<file path="config.mk">
export PLATFORM = sky130hd
export DESIGN_NAME = rv_int_pipe
export DESIGN_NICKNAME = d
export VERILOG_FILES = /design/src/rv_pkg.sv /design/src/exec_bus_if.sv /design/src/rv_int_pipe.sv /design/src/writeback_stage.sv /design/src/execute_stage.sv /design/src/decode_stage.sv /design/src/alu.sv
export VERILOG_INCLUDE_DIRS = /design/src
export SDC_FILE = /design/constraint.sdc
export NUM_CORES = 2
export LEC_CHECK = 0
export BUFFER_PORTS_ARGS = -buffer_cell sky130_fd_sc_hd__buf_2
export CORE_UTILIZATION = 59
export CTS_BUF_LIST = sky130_fd_sc_hd__clkbuf_4
export CTS_CLUSTER_DIAMETER = 200
export DETAILED_ROUTE_END_ITERATION = 16
export PLACE_DENSITY = 0.76
export SETUP_SLACK_MARGIN = 0.4
export SYNTH_ARGS = -nofsm -noshare
export SYNTH_HDL_FRONTEND = slang
export SYNTH_SLANG_ARGS = --single-unit
</file>
<file path="constraint.sdc">
create_clock -name clk -period 7 [get_ports clk]
set_input_delay 1.05 -clock clk [delete_from_list [all_inputs] [get_ports clk]]
set_output_delay 1.05 -clock clk [all_outputs]
set_load 0.02 [all_outputs]
</file>
<file path="src/rv_defines.svh">
`ifndef RV_DEFINES_SVH
`define RV_DEFINES_SVH

//////////////////////////////////////////////////
// widths
//////////////////////////////////////////////////

// data path width
`define RV_XLEN             32
// register index, x0..x31
`define RV_REG_ADDR_W       5

//////////////////////////////////////////////////
// major opcodes, instr[6:0]
//////////////////////////////////////////////////

`define RV_OPCODE_OP        7'b0110011
`define RV_OPCODE_OP_IMM    7'b0010011
`define RV_OPCODE_LUI       7'b0110111

//////////////////////////////////////////////////
// funct3 codes, instr[14:12]
//////////////////////////////////////////////////

// same code for OP and OP-IMM
`define RV_F3_ADD_SUB       3'b000
`define RV_F3_SLL           3'b001
`define RV_F3_SLT           3'b010
`define RV_F3_SLTU          3'b011
`define RV_F3_XOR           3'b100
// instr[30] picks arithmetic shift
`define RV_F3_SRL_SRA       3'b101
`define RV_F3_OR            3'b110
`define RV_F3_AND           3'b111

`endif
</file>
<file path="src/rv_pkg.sv">
`default_nettype none

`include "rv_defines.svh"

package rv_pkg;

    //////////////////////////////////////////////////
    // scalar types
    //////////////////////////////////////////////////

    // one data word
    typedef logic [`RV_XLEN-1:0] xlen_t;

    // register index
    typedef logic [`RV_REG_ADDR_W-1:0] reg_addr_t;

    // raw instruction word, fixed by the ISA
    typedef logic [31:0] instr_t;

    // alu operation select
    typedef enum logic [3:0] {
        alu_add    = 4'd0,
        alu_sub    = 4'd1,
        alu_sll    = 4'd2,
        alu_slt    = 4'd3,
        alu_sltu   = 4'd4,
        alu_xor    = 4'd5,
        alu_srl    = 4'd6,
        alu_sra    = 4'd7,
        alu_or     = 4'd8,
        alu_and    = 4'd9,
        // operand b straight through, for LUI
        alu_pass_b = 4'd10
    } alu_op_e;

    //////////////////////////////////////////////////
    // register file read port
    //////////////////////////////////////////////////

    // indices, decode to writeback
    typedef struct packed {
        reg_addr_t rs1;
        reg_addr_t rs2;
    } rf_read_t;

    // read data, writeback back to decode
    typedef struct packed {
        xlen_t rs1_data;
        xlen_t rs2_data;
    } rf_data_t;

endpackage

`default_nettype wire

</file>
<file path="src/exec_bus_if.sv">
`timescale 1ns/1ps
`default_nettype none

// decode -> execute bus
// one instruction per cycle with valid high
// no ready and no back-pressure
interface exec_bus_if;

    import rv_pkg::*;

    // instruction present this cycle
    logic      valid;
    // decoded alu operation
    alu_op_e   alu_op;

    // register indices
    reg_addr_t rd;
    reg_addr_t rs1;
    reg_addr_t rs2;

    // operand b from imm instead of rs2
    logic      use_imm;
    xlen_t     imm;

    // register file values seen in decode
    // execute replaces them when its result register matches
    xlen_t     rs1_data;
    xlen_t     rs2_data;

    // decode side drives everything
    modport decode (
        output valid,
        output alu_op,
        output rd,
        output rs1,
        output rs2,
        output use_imm,
        output imm,
        output rs1_data,
        output rs2_data
    );

    // execute side only samples
    modport execute (
        input valid,
        input alu_op,
        input rd,
        input rs1,
        input rs2,
        input use_imm,
        input imm,
        input rs1_data,
        input rs2_data
    );

endinterface

`default_nettype wire

</file>
<file path="src/rv_int_pipe.sv">
`timescale 1ns/1ps
`default_nettype none

module rv_int_pipe (
    input  logic                clk,
    input  logic                rst_n,
    input  logic                i_instr_valid,
    input  rv_pkg::instr_t      i_instr,
    output logic                o_retire_valid,
    output rv_pkg::reg_addr_t   o_retire_rd,
    output rv_pkg::xlen_t       o_retire_data
);

    import rv_pkg::*;

    // register file port between decode and writeback
    rf_read_t  rf_read;
    rf_data_t  rf_data;

    // execute -> writeback retire
    logic      ex_retire_valid;
    reg_addr_t ex_retire_rd;
    xlen_t     ex_retire_data;

    exec_bus_if exec_bus ();

    //////////////////////////////////////////////////
    // stages
    //////////////////////////////////////////////////

    decode_stage u_decode (
        .clk           (clk),
        .rst_n         (rst_n),
        .i_instr_valid (i_instr_valid),
        .i_instr       (i_instr),
        .o_rf_read     (rf_read),
        .i_rf_data     (rf_data),
        .o_exec        (exec_bus.decode)
    );

    execute_stage u_execute (
        .clk            (clk),
        .rst_n          (rst_n),
        .i_exec         (exec_bus.execute),
        .o_retire_valid (ex_retire_valid),
        .o_retire_rd    (ex_retire_rd),
        .o_retire_data  (ex_retire_data)
    );

    writeback_stage u_writeback (
        .clk            (clk),
        .rst_n          (rst_n),
        .i_retire_valid (ex_retire_valid),
        .i_retire_rd    (ex_retire_rd),
        .i_retire_data  (ex_retire_data),
        .i_rf_read      (rf_read),
        .o_rf_data      (rf_data),
        .o_retire_valid (o_retire_valid),
        .o_retire_rd    (o_retire_rd),
        .o_retire_data  (o_retire_data)
    );

endmodule

`default_nettype wire

</file>
<file path="src/writeback_stage.sv">
`timescale 1ns/1ps
`default_nettype none

`include "rv_defines.svh"

module writeback_stage (
    input  logic                clk,
    input  logic                rst_n,
    input  logic                i_retire_valid,
    input  rv_pkg::reg_addr_t   i_retire_rd,
    input  rv_pkg::xlen_t       i_retire_data,
    input  rv_pkg::rf_read_t    i_rf_read,
    output rv_pkg::rf_data_t    o_rf_data,
    output logic                o_retire_valid,
    output rv_pkg::reg_addr_t   o_retire_rd,
    output rv_pkg::xlen_t       o_retire_data
);

    import rv_pkg::*;

    localparam int num_regs = 2 ** `RV_REG_ADDR_W;

    // x1..x31, x0 has no storage
    xlen_t rf [1:num_regs-1];
    logic  wr_en;

    // read one port with write-first bypass
    function automatic xlen_t rd_port(
        input reg_addr_t addr,
        input xlen_t     stored
    );
        xlen_t val;
        if (addr == '0)
            val = '0;
        else if (wr_en && i_retire_rd == addr)
            val = i_retire_data;
        else
            val = stored;
        return val;
    endfunction

    // x0 writes dropped here
    assign wr_en = i_retire_valid && (i_retire_rd != '0);

    //////////////////////////////////////////////////
    // register file
    //////////////////////////////////////////////////

    // written at the edge that closes the retire cycle
    always_ff @(posedge clk)
    begin
        if (!rst_n)
        begin
            for (int i = 1; i < num_regs; i++)
                rf[i] <= '0;
        end
        else if (wr_en)
        begin
            rf[i_retire_rd] <= i_retire_data;
        end
    end

    // distance two hazard resolved by the bypass
    always_comb
    begin
        o_rf_data.rs1_data = rd_port(i_rf_read.rs1, rf[i_rf_read.rs1]);
        o_rf_data.rs2_data = rd_port(i_rf_read.rs2, rf[i_rf_read.rs2]);
    end

    // retire triple out to the top
    assign o_retire_valid = i_retire_valid;
    assign o_retire_rd    = i_retire_rd;
    assign o_retire_data  = i_retire_data;

endmodule

`default_nettype wire

</file>
<file path="src/execute_stage.sv">
`timescale 1ns/1ps
`default_nettype none

module execute_stage (
    input  logic                clk,
    input  logic                rst_n,
    exec_bus_if.execute         i_exec,
    output logic                o_retire_valid,
    output rv_pkg::reg_addr_t   o_retire_rd,
    output rv_pkg::xlen_t       o_retire_data
);

    import rv_pkg::*;

    // result register
    logic      res_valid;
    reg_addr_t res_rd;
    xlen_t     res_data;

    // forwarding hits
    logic      fwd_a;
    logic      fwd_b;

    // alu operands and output
    xlen_t     op_a;
    xlen_t     op_b;
    xlen_t     alu_out;

    //////////////////////////////////////////////////
    // forwarding
    //////////////////////////////////////////////////

    // distance one, producer sits in the result register
    // x0 never forwards
    assign fwd_a = res_valid && (res_rd != '0) && (res_rd == i_exec.rs1);
    assign fwd_b = res_valid && (res_rd != '0) && (res_rd == i_exec.rs2);

    assign op_a = fwd_a ? res_data : i_exec.rs1_data;

    // immediate wins over rs2, rs2 field may be imm bits
    always_comb
    begin
        if (i_exec.use_imm)
            op_b = i_exec.imm;
        else if (fwd_b)
            op_b = res_data;
        else
            op_b = i_exec.rs2_data;
    end

    //////////////////////////////////////////////////
    // alu
    //////////////////////////////////////////////////

    alu u_alu (
        .i_op     (i_exec.alu_op),
        .i_a      (op_a),
        .i_b      (op_b),
        .o_result (alu_out)
    );

    //////////////////////////////////////////////////
    // result register
    //////////////////////////////////////////////////

    always_ff @(posedge clk)
    begin
        if (!rst_n)
            res_valid <= 1'b0;
        else
            res_valid <= i_exec.valid;
    end

    // payload, qualified by res_valid
    always_ff @(posedge clk)
    begin
        res_rd   <= i_exec.rd;
        res_data <= alu_out;
    end

    // retire straight from the result register
    assign o_retire_valid = res_valid;
    assign o_retire_rd    = res_rd;
    assign o_retire_data  = res_data;

endmodule

`default_nettype wire

</file>
<file path="src/decode_stage.sv">
`timescale 1ns/1ps
`default_nettype none

`include "rv_defines.svh"

module decode_stage (
    input  logic                clk,
    input  logic                rst_n,
    input  logic                i_instr_valid,
    input  rv_pkg::instr_t      i_instr,
    output rv_pkg::rf_read_t    o_rf_read,
    input  rv_pkg::rf_data_t    i_rf_data,
    exec_bus_if.decode          o_exec
);

    import rv_pkg::*;

    // capture register
    logic        cap_valid;
    instr_t      cap_instr;

    // decoded fields
    logic [6:0]  opcode;
    logic [2:0]  funct3;
    logic        dec_supported;
    logic        dec_use_imm;
    alu_op_e     dec_op;
    xlen_t       dec_imm;

    // funct3 -> alu op
    // sub_sel only meaningful for OP, sra_sel for both
    function automatic alu_op_e f3_to_op(
        input logic [2:0] f3,
        input logic       sub_sel,
        input logic       sra_sel
    );
        alu_op_e op;
        case (f3)
            `RV_F3_ADD_SUB: op = sub_sel ? alu_sub : alu_add;
            `RV_F3_SLL:     op = alu_sll;
            `RV_F3_SLT:     op = alu_slt;
            `RV_F3_SLTU:    op = alu_sltu;
            `RV_F3_XOR:     op = alu_xor;
            `RV_F3_SRL_SRA: op = sra_sel ? alu_sra : alu_srl;
            `RV_F3_OR:      op = alu_or;
            default:        op = alu_and;
        endcase
        return op;
    endfunction

    //////////////////////////////////////////////////
    // instruction capture
    //////////////////////////////////////////////////

    always_ff @(posedge clk)
    begin
        if (!rst_n)
            cap_valid <= 1'b0;
        else
            cap_valid <= i_instr_valid;
    end

    // word only loads on a strobe
    always_ff @(posedge clk)
    begin
        if (i_instr_valid)
            cap_instr <= i_instr;
    end

    assign opcode = cap_instr[6:0];
    assign funct3 = cap_instr[14:12];

    // register file read indices, data comes back same cycle
    assign o_rf_read.rs1 = cap_instr[19:15];
    assign o_rf_read.rs2 = cap_instr[24:20];

    //////////////////////////////////////////////////
    // decode
    //////////////////////////////////////////////////

    always_comb
    begin
        dec_supported = 1'b1;
        dec_use_imm   = 1'b0;
        dec_op        = alu_add;
        dec_imm       = '0;
        case (opcode)
            `RV_OPCODE_OP:
            begin
                // funct7 bit 5 selects sub / sra
                dec_op = f3_to_op(funct3, cap_instr[30], cap_instr[30]);
            end
            `RV_OPCODE_OP_IMM:
            begin
                dec_use_imm = 1'b1;
                // no SUBI, bit 30 is immediate data for ADDI
                dec_op      = f3_to_op(funct3, 1'b0, cap_instr[30]);
                if (funct3 == `RV_F3_SLL || funct3 == `RV_F3_SRL_SRA)
                    dec_imm = {{(`RV_XLEN-5){1'b0}}, cap_instr[24:20]};
                else
                    dec_imm = {{(`RV_XLEN-12){cap_instr[31]}}, cap_instr[31:20]};
            end
            `RV_OPCODE_LUI:
            begin
                dec_use_imm = 1'b1;
                dec_op      = alu_pass_b;
                // upper 20 bits, low 12 zero
                dec_imm     = {cap_instr[31:12], 12'b0};
            end
            default:
            begin
                // anything else turns into a bubble
                dec_supported = 1'b0;
            end
        endcase
    end

    //////////////////////////////////////////////////
    // exec bus register
    //////////////////////////////////////////////////

    always_ff @(posedge clk)
    begin
        if (!rst_n)
            o_exec.valid <= 1'b0;
        else
            o_exec.valid <= cap_valid && dec_supported;
    end

    always_ff @(posedge clk)
    begin
        o_exec.alu_op   <= dec_op;
        o_exec.rd       <= cap_instr[11:7];
        o_exec.rs1      <= cap_instr[19:15];
        o_exec.rs2      <= cap_instr[24:20];
        o_exec.use_imm  <= dec_use_imm;
        o_exec.imm      <= dec_imm;
        // already bypassed against the retiring write
        o_exec.rs1_data <= i_rf_data.rs1_data;
        o_exec.rs2_data <= i_rf_data.rs2_data;
    end

endmodule

`default_nettype wire

</file>
<file path="src/alu.sv">
`timescale 1ns/1ps
`default_nettype none

module alu (
    input  rv_pkg::alu_op_e i_op,
    input  rv_pkg::xlen_t   i_a,
    input  rv_pkg::xlen_t   i_b,
    output rv_pkg::xlen_t   o_result
);

    import rv_pkg::*;

    // shift amount, low five bits of b
    logic [4:0] shamt;
    // compare results
    logic       lt_signed;
    logic       lt_unsigned;

    assign shamt       = i_b[4:0];
    assign lt_signed   = $signed(i_a) < $signed(i_b);
    assign lt_unsigned = i_a < i_b;

    //////////////////////////////////////////////////
    // operation select
    //////////////////////////////////////////////////

    always_comb
    begin
        case (i_op)
            alu_add:
                o_result = i_a + i_b;
            alu_sub:
                o_result = i_a - i_b;
            alu_sll:
                o_result = i_a << shamt;
            // set-less-than gives 0 or 1
            alu_slt:
                o_result = {{($bits(xlen_t)-1){1'b0}}, lt_signed};
            alu_sltu:
                o_result = {{($bits(xlen_t)-1){1'b0}}, lt_unsigned};
            alu_xor:
                o_result = i_a ^ i_b;
            alu_srl:
                o_result = i_a >> shamt;
            // sign bit fills from the left
            alu_sra:
                o_result = xlen_t'($signed(i_a) >>> shamt);
            alu_or:
                o_result = i_a | i_b;
            alu_and:
                o_result = i_a & i_b;
            // LUI path, a ignored
            alu_pass_b:
                o_result = i_b;
            default:
                o_result = '0;
        endcase
    end

endmodule

`default_nettype wire

</file>
==> flow_metrics.py <==
metrics = {
    "run_status": {
        "status": "complete, no violations",
    },
    "place": {
        "port_buffers": 72,
        "dp_slack_ns": 1.03,
        "gp_congestion": 1.08,
        "hpwl_um": 171000,
    },
    "setup_path": {
        "required_ns": 8.12,
        "crit_chain": "or3_1 > buf_4 > o2111a_1 > buf_4 > a21boi_0 > nor2_1 > inv_1 > ha_1 > nor2_1 > o21ai_0 > a211oi_1 > o31ai_1 > a311o_1 > a21oi_1 > a21boi_0 > and2_1 > o32ai_1 > nand4_1",
        "slowest_delay_ns": 0.64,
        "regToRegStartpoint": "u_execute.o_retire_rd[2]",
        "crit_path_max_fanout": 25,
        "critPathLaunch": "u_execute.o_retire_rd[2]",
        "worstSetupStartpointType": "register",
        "slowest_stage": "dfxtp_1",
        "crit_path_end_kind": "register",
        "arrival_ns": 7.22,
        "crit_type": "reg2reg",
    },
    "detailed_routing": {
        "drt-total-wl_um": 265000,
        "drc": 0,
        "drt-initial-drc-count": 8640,
        "wire_per_inst_um": 35.8,
        "vias_per_cell": 7.24,
        "dr.pass1.iters": 8,
        "antenna_left": 0,
        "num_vias": 53700,
    },
    "clock_tree": {
        "clk_pin_slew_worst_paths_ns": 0.08,
        "htreeDepth": 5,
        "clock_path_buffers": 4,
        "cts_root_buf": "clkbuf_4",
        "clk-insertion-delay-late_ns": 1.32,
        "clock-sinks": 1222,
        "cts_tree": "yes",
        "cts_made_buffers": 337,
    },
    "timing": {
        "report.final.slew_viol_count": 0,
        "fmax_mhz": 164,
        "setup_viol": 0,
        "setup-tns-final_ns": 0,
        "relSlewSlack_pct": 17.6,
        "fin_crit_ns": 6.09,
        "skew_ns": 0.141,
        "rsz0062_at_grt": "no",
        "hold_violations": 0,
        "tightest_slew_ns": 1.20,
        "fin_ws_ns": 0.907,
        "fin_crit_sh_pct": 87.0,
    },
    "die": {
        "die_w_um": 349,
        "die_h_um": 349,
        "rows": 127,
        "core_um2": 120000,
        "floorplan.io_pins": 73,
        "initial_utilization_pct": 59.4,
        "fp.dieArea_um2": 122000,
    },
    "synth": {
        "ys_ff_latch": 1222,
        "postSynthCellCount": 5495,
        "synth_seq_area_share_pct": 49.3,
        "synth_edf_count": 1056,
        "avgSynthCellArea_um2": 12.9,
        "synth_top_flop_cell": "edfxtp_1",
        "ys_types": 91,
        "async_flop_share_pct": 0,
        "netlist_area_um2": 71100,
        "yosysWarnings": 0,
    },
    "grt": {
        "grt_max_degree": 99,
        "use_met1_pct": 55.9,
        "grt_busiest_layer": "met2",
        "met2_usage_pct": 66.5,
        "grt_usage_pct": 43.6,
        "antenna_found_initial": 10,
        "grt_pass1_vias": 52600,
        "grt_overflow_total": 0,
        "grt_pass1_wl_um": 374000,
        "use_met3_pct": 11.3,
    },
    "power": {
        "peakVddDrop_mv": 0.200,
        "swShare_pct": 38.8,
        "p_int_uw": 14100,
        "comb_power_share_pct": 33.6,
        "p_sw_uw": 8960,
        "clkPwrFrac_pct": 27.3,
        "p_leak_uw": 0.0285,
        "seqPwrFrac_pct": 39.1,
        "p_per_area_nw_per_um2": 297,
    },
    "hold_path": {
        "min-delay-start": "u_decode.cap_instr[7]",
        "hold_path_class": "reg2reg",
    },
    "finish": {
        "fillers": 8754,
        "drive_above_1_share_pct": 27.0,
        "nets": 5710,
        "area_growth_pct": 9.48,
    },
    "job": {
        "max_cap_violations": 0,
    },
}
-- cell families (layout without fill, tap and decap cells) --
kind of cell,Yosys count,after routing,share of synthesized area (%)
AO/OA/AOI/OAI,886,886,8.47
XOR/XNOR,36,36,0.443
adder cells (fa/ha/maj),99,99,1.76
buffers and inverters,690,961,3.80
flip-flops,1222,1222,49.3
multiplexers,800,800,22.7
other,1,41,0.00527
AND/OR/NAND/NOR,1761,1761,13.6
-- placed cells by master (no fill, tap or decap), types with 28 or more instances in the layout --
master and n:
buf_2 71, inv_1 97, o211ai_1 40, and2_1 918
dlygate4sd3_1 32, nand3_1 108, buf_4 183, clkinv_1 56
o21ai_4 33, xnor2_1 28, a22oi_1 46, clkbuf_4 484
nand2_1 187, a21oi_1 157, edfxtp_1 1056, a21o_1 41
dfxtp_1 154, ha_1 97, mux4_2 645, nor2_2 32
nor2_1 204, a211oi_1 116, mux2i_1 131, o21ai_0 174
conb_1 32, nor3_1 157, a221oi_1 32, nand4_1 30
-- path summary, 6_finish.rpt --
| kind | slack, ns | depth (start not counted) | endpoint |
|---|---|---|---|
| hold / removal | 0.34 | 0 | u_decode.o_exec.rd[0] |
| setup reg to reg | 0.91 | 18 | u_execute.o_retire_data[26] |
| hold reg to reg | 0.34 | 0 | u_decode.o_exec.rd[0] |
| setup / recovery | 0.91 | 18 | u_execute.o_retire_data[26] |
-- cell type report --
type	count	area [um^2]	area share, %
Timing Repair Buffer	299	2310	2.97
Sequential cell	1222	35100	45.0
Inverter	102	383	0.492
Antenna cell	9	22.5	0.0289
Tap cell	1612	2020	2.59
Clock inverter	76	380	0.488
Clock buffer	484	3630	4.67
Multi-Input combinational cell	3614	34100	43.7
-- worst max-delay path, delay by kind of cell, from the launching register on --
family | cells | cell delay (ns)
adders and majority gates | 1 | 0.47
DFF | 1 | 0.64
AOI/OAI and AO/OA | 9 | 2.94
buffers and inverters | 3 | 0.79
and+or+nand+nor | 5 | 1.18
-- what timing repair did --
item / CTS / global route
buffers inserted: 0 / 0
hold buffers: 32 / 0
hold endpoints to repair: 34 / 0
setup endpoints to repair: 0 / 0
gates resized for setup: 0 / 0
-- synthesized netlist by cell type (all sizes together), types with 34 or more instances --
cell	n	area share [%]
a211oi	116	1.2
a21o	41	0.43
a21oi	158	1.1
a221oi	34	0.44
a22oi	47	0.50
and2	918	8.1
buf	134	0.86
clkbuf	454	2.4
dfxtp	166	4.7
edfxtp	1056	45
ha	97	1.7
inv	101	0.53
mux2i	133	1.9
mux4	645	20
nand2	188	0.99
nand3	110	0.77
nor2	242	1.3
nor3	159	1.1
o211ai	40	0.42
o21ai	210	1.5
-- per-stage QoR --
step	util, %	instance area (um^2)	cells	power, uW	hold WS (ns)
after floorplan	-	71200	5526	13500	0.310
after global placement	61.4	73500	6817	16600	0.326
after detailed placement	61.4	73500	6817	16600	0.314
after CTS	65.1	77800	7409	22800	0.341
after global routing	65.1	77900	7415	23700	0.346
final	65.1	77900	7418	23100	0.344
-- flip-flops by register name (all words and copies together), names as in the netlist, 32 cells and up, named ones only --
signal,count
u_writeback.rf,1024
u_decode.cap_instr,32
u_decode.o_exec.imm,32
u_decode.o_exec.rs1_data,32
u_decode.o_exec.rs2_data,32
u_execute.o_retire_data,32
-- power groups by stage --
stage / Clock [uW] / Sequential, uW / Combinational, uW
floorplan: 0 / 8880 / 4600
global placement: 0 / 9130 / 7420
detailed placement: 0 / 9140 / 7410
CTS: 6360 / 8990 / 7450
global route: 6710 / 9050 / 7970
finish: 6300 / 9040 / 7750
-- metal layers --
layer  share of wire [%]  vias to the layer above
li1                    -                    21500
met1                  34                    26600
met2                  46                     4558
met3                  13                     1007
met4                 6.9                        4
met5              0.0075                        -
(Power assumes the default switching activity.)
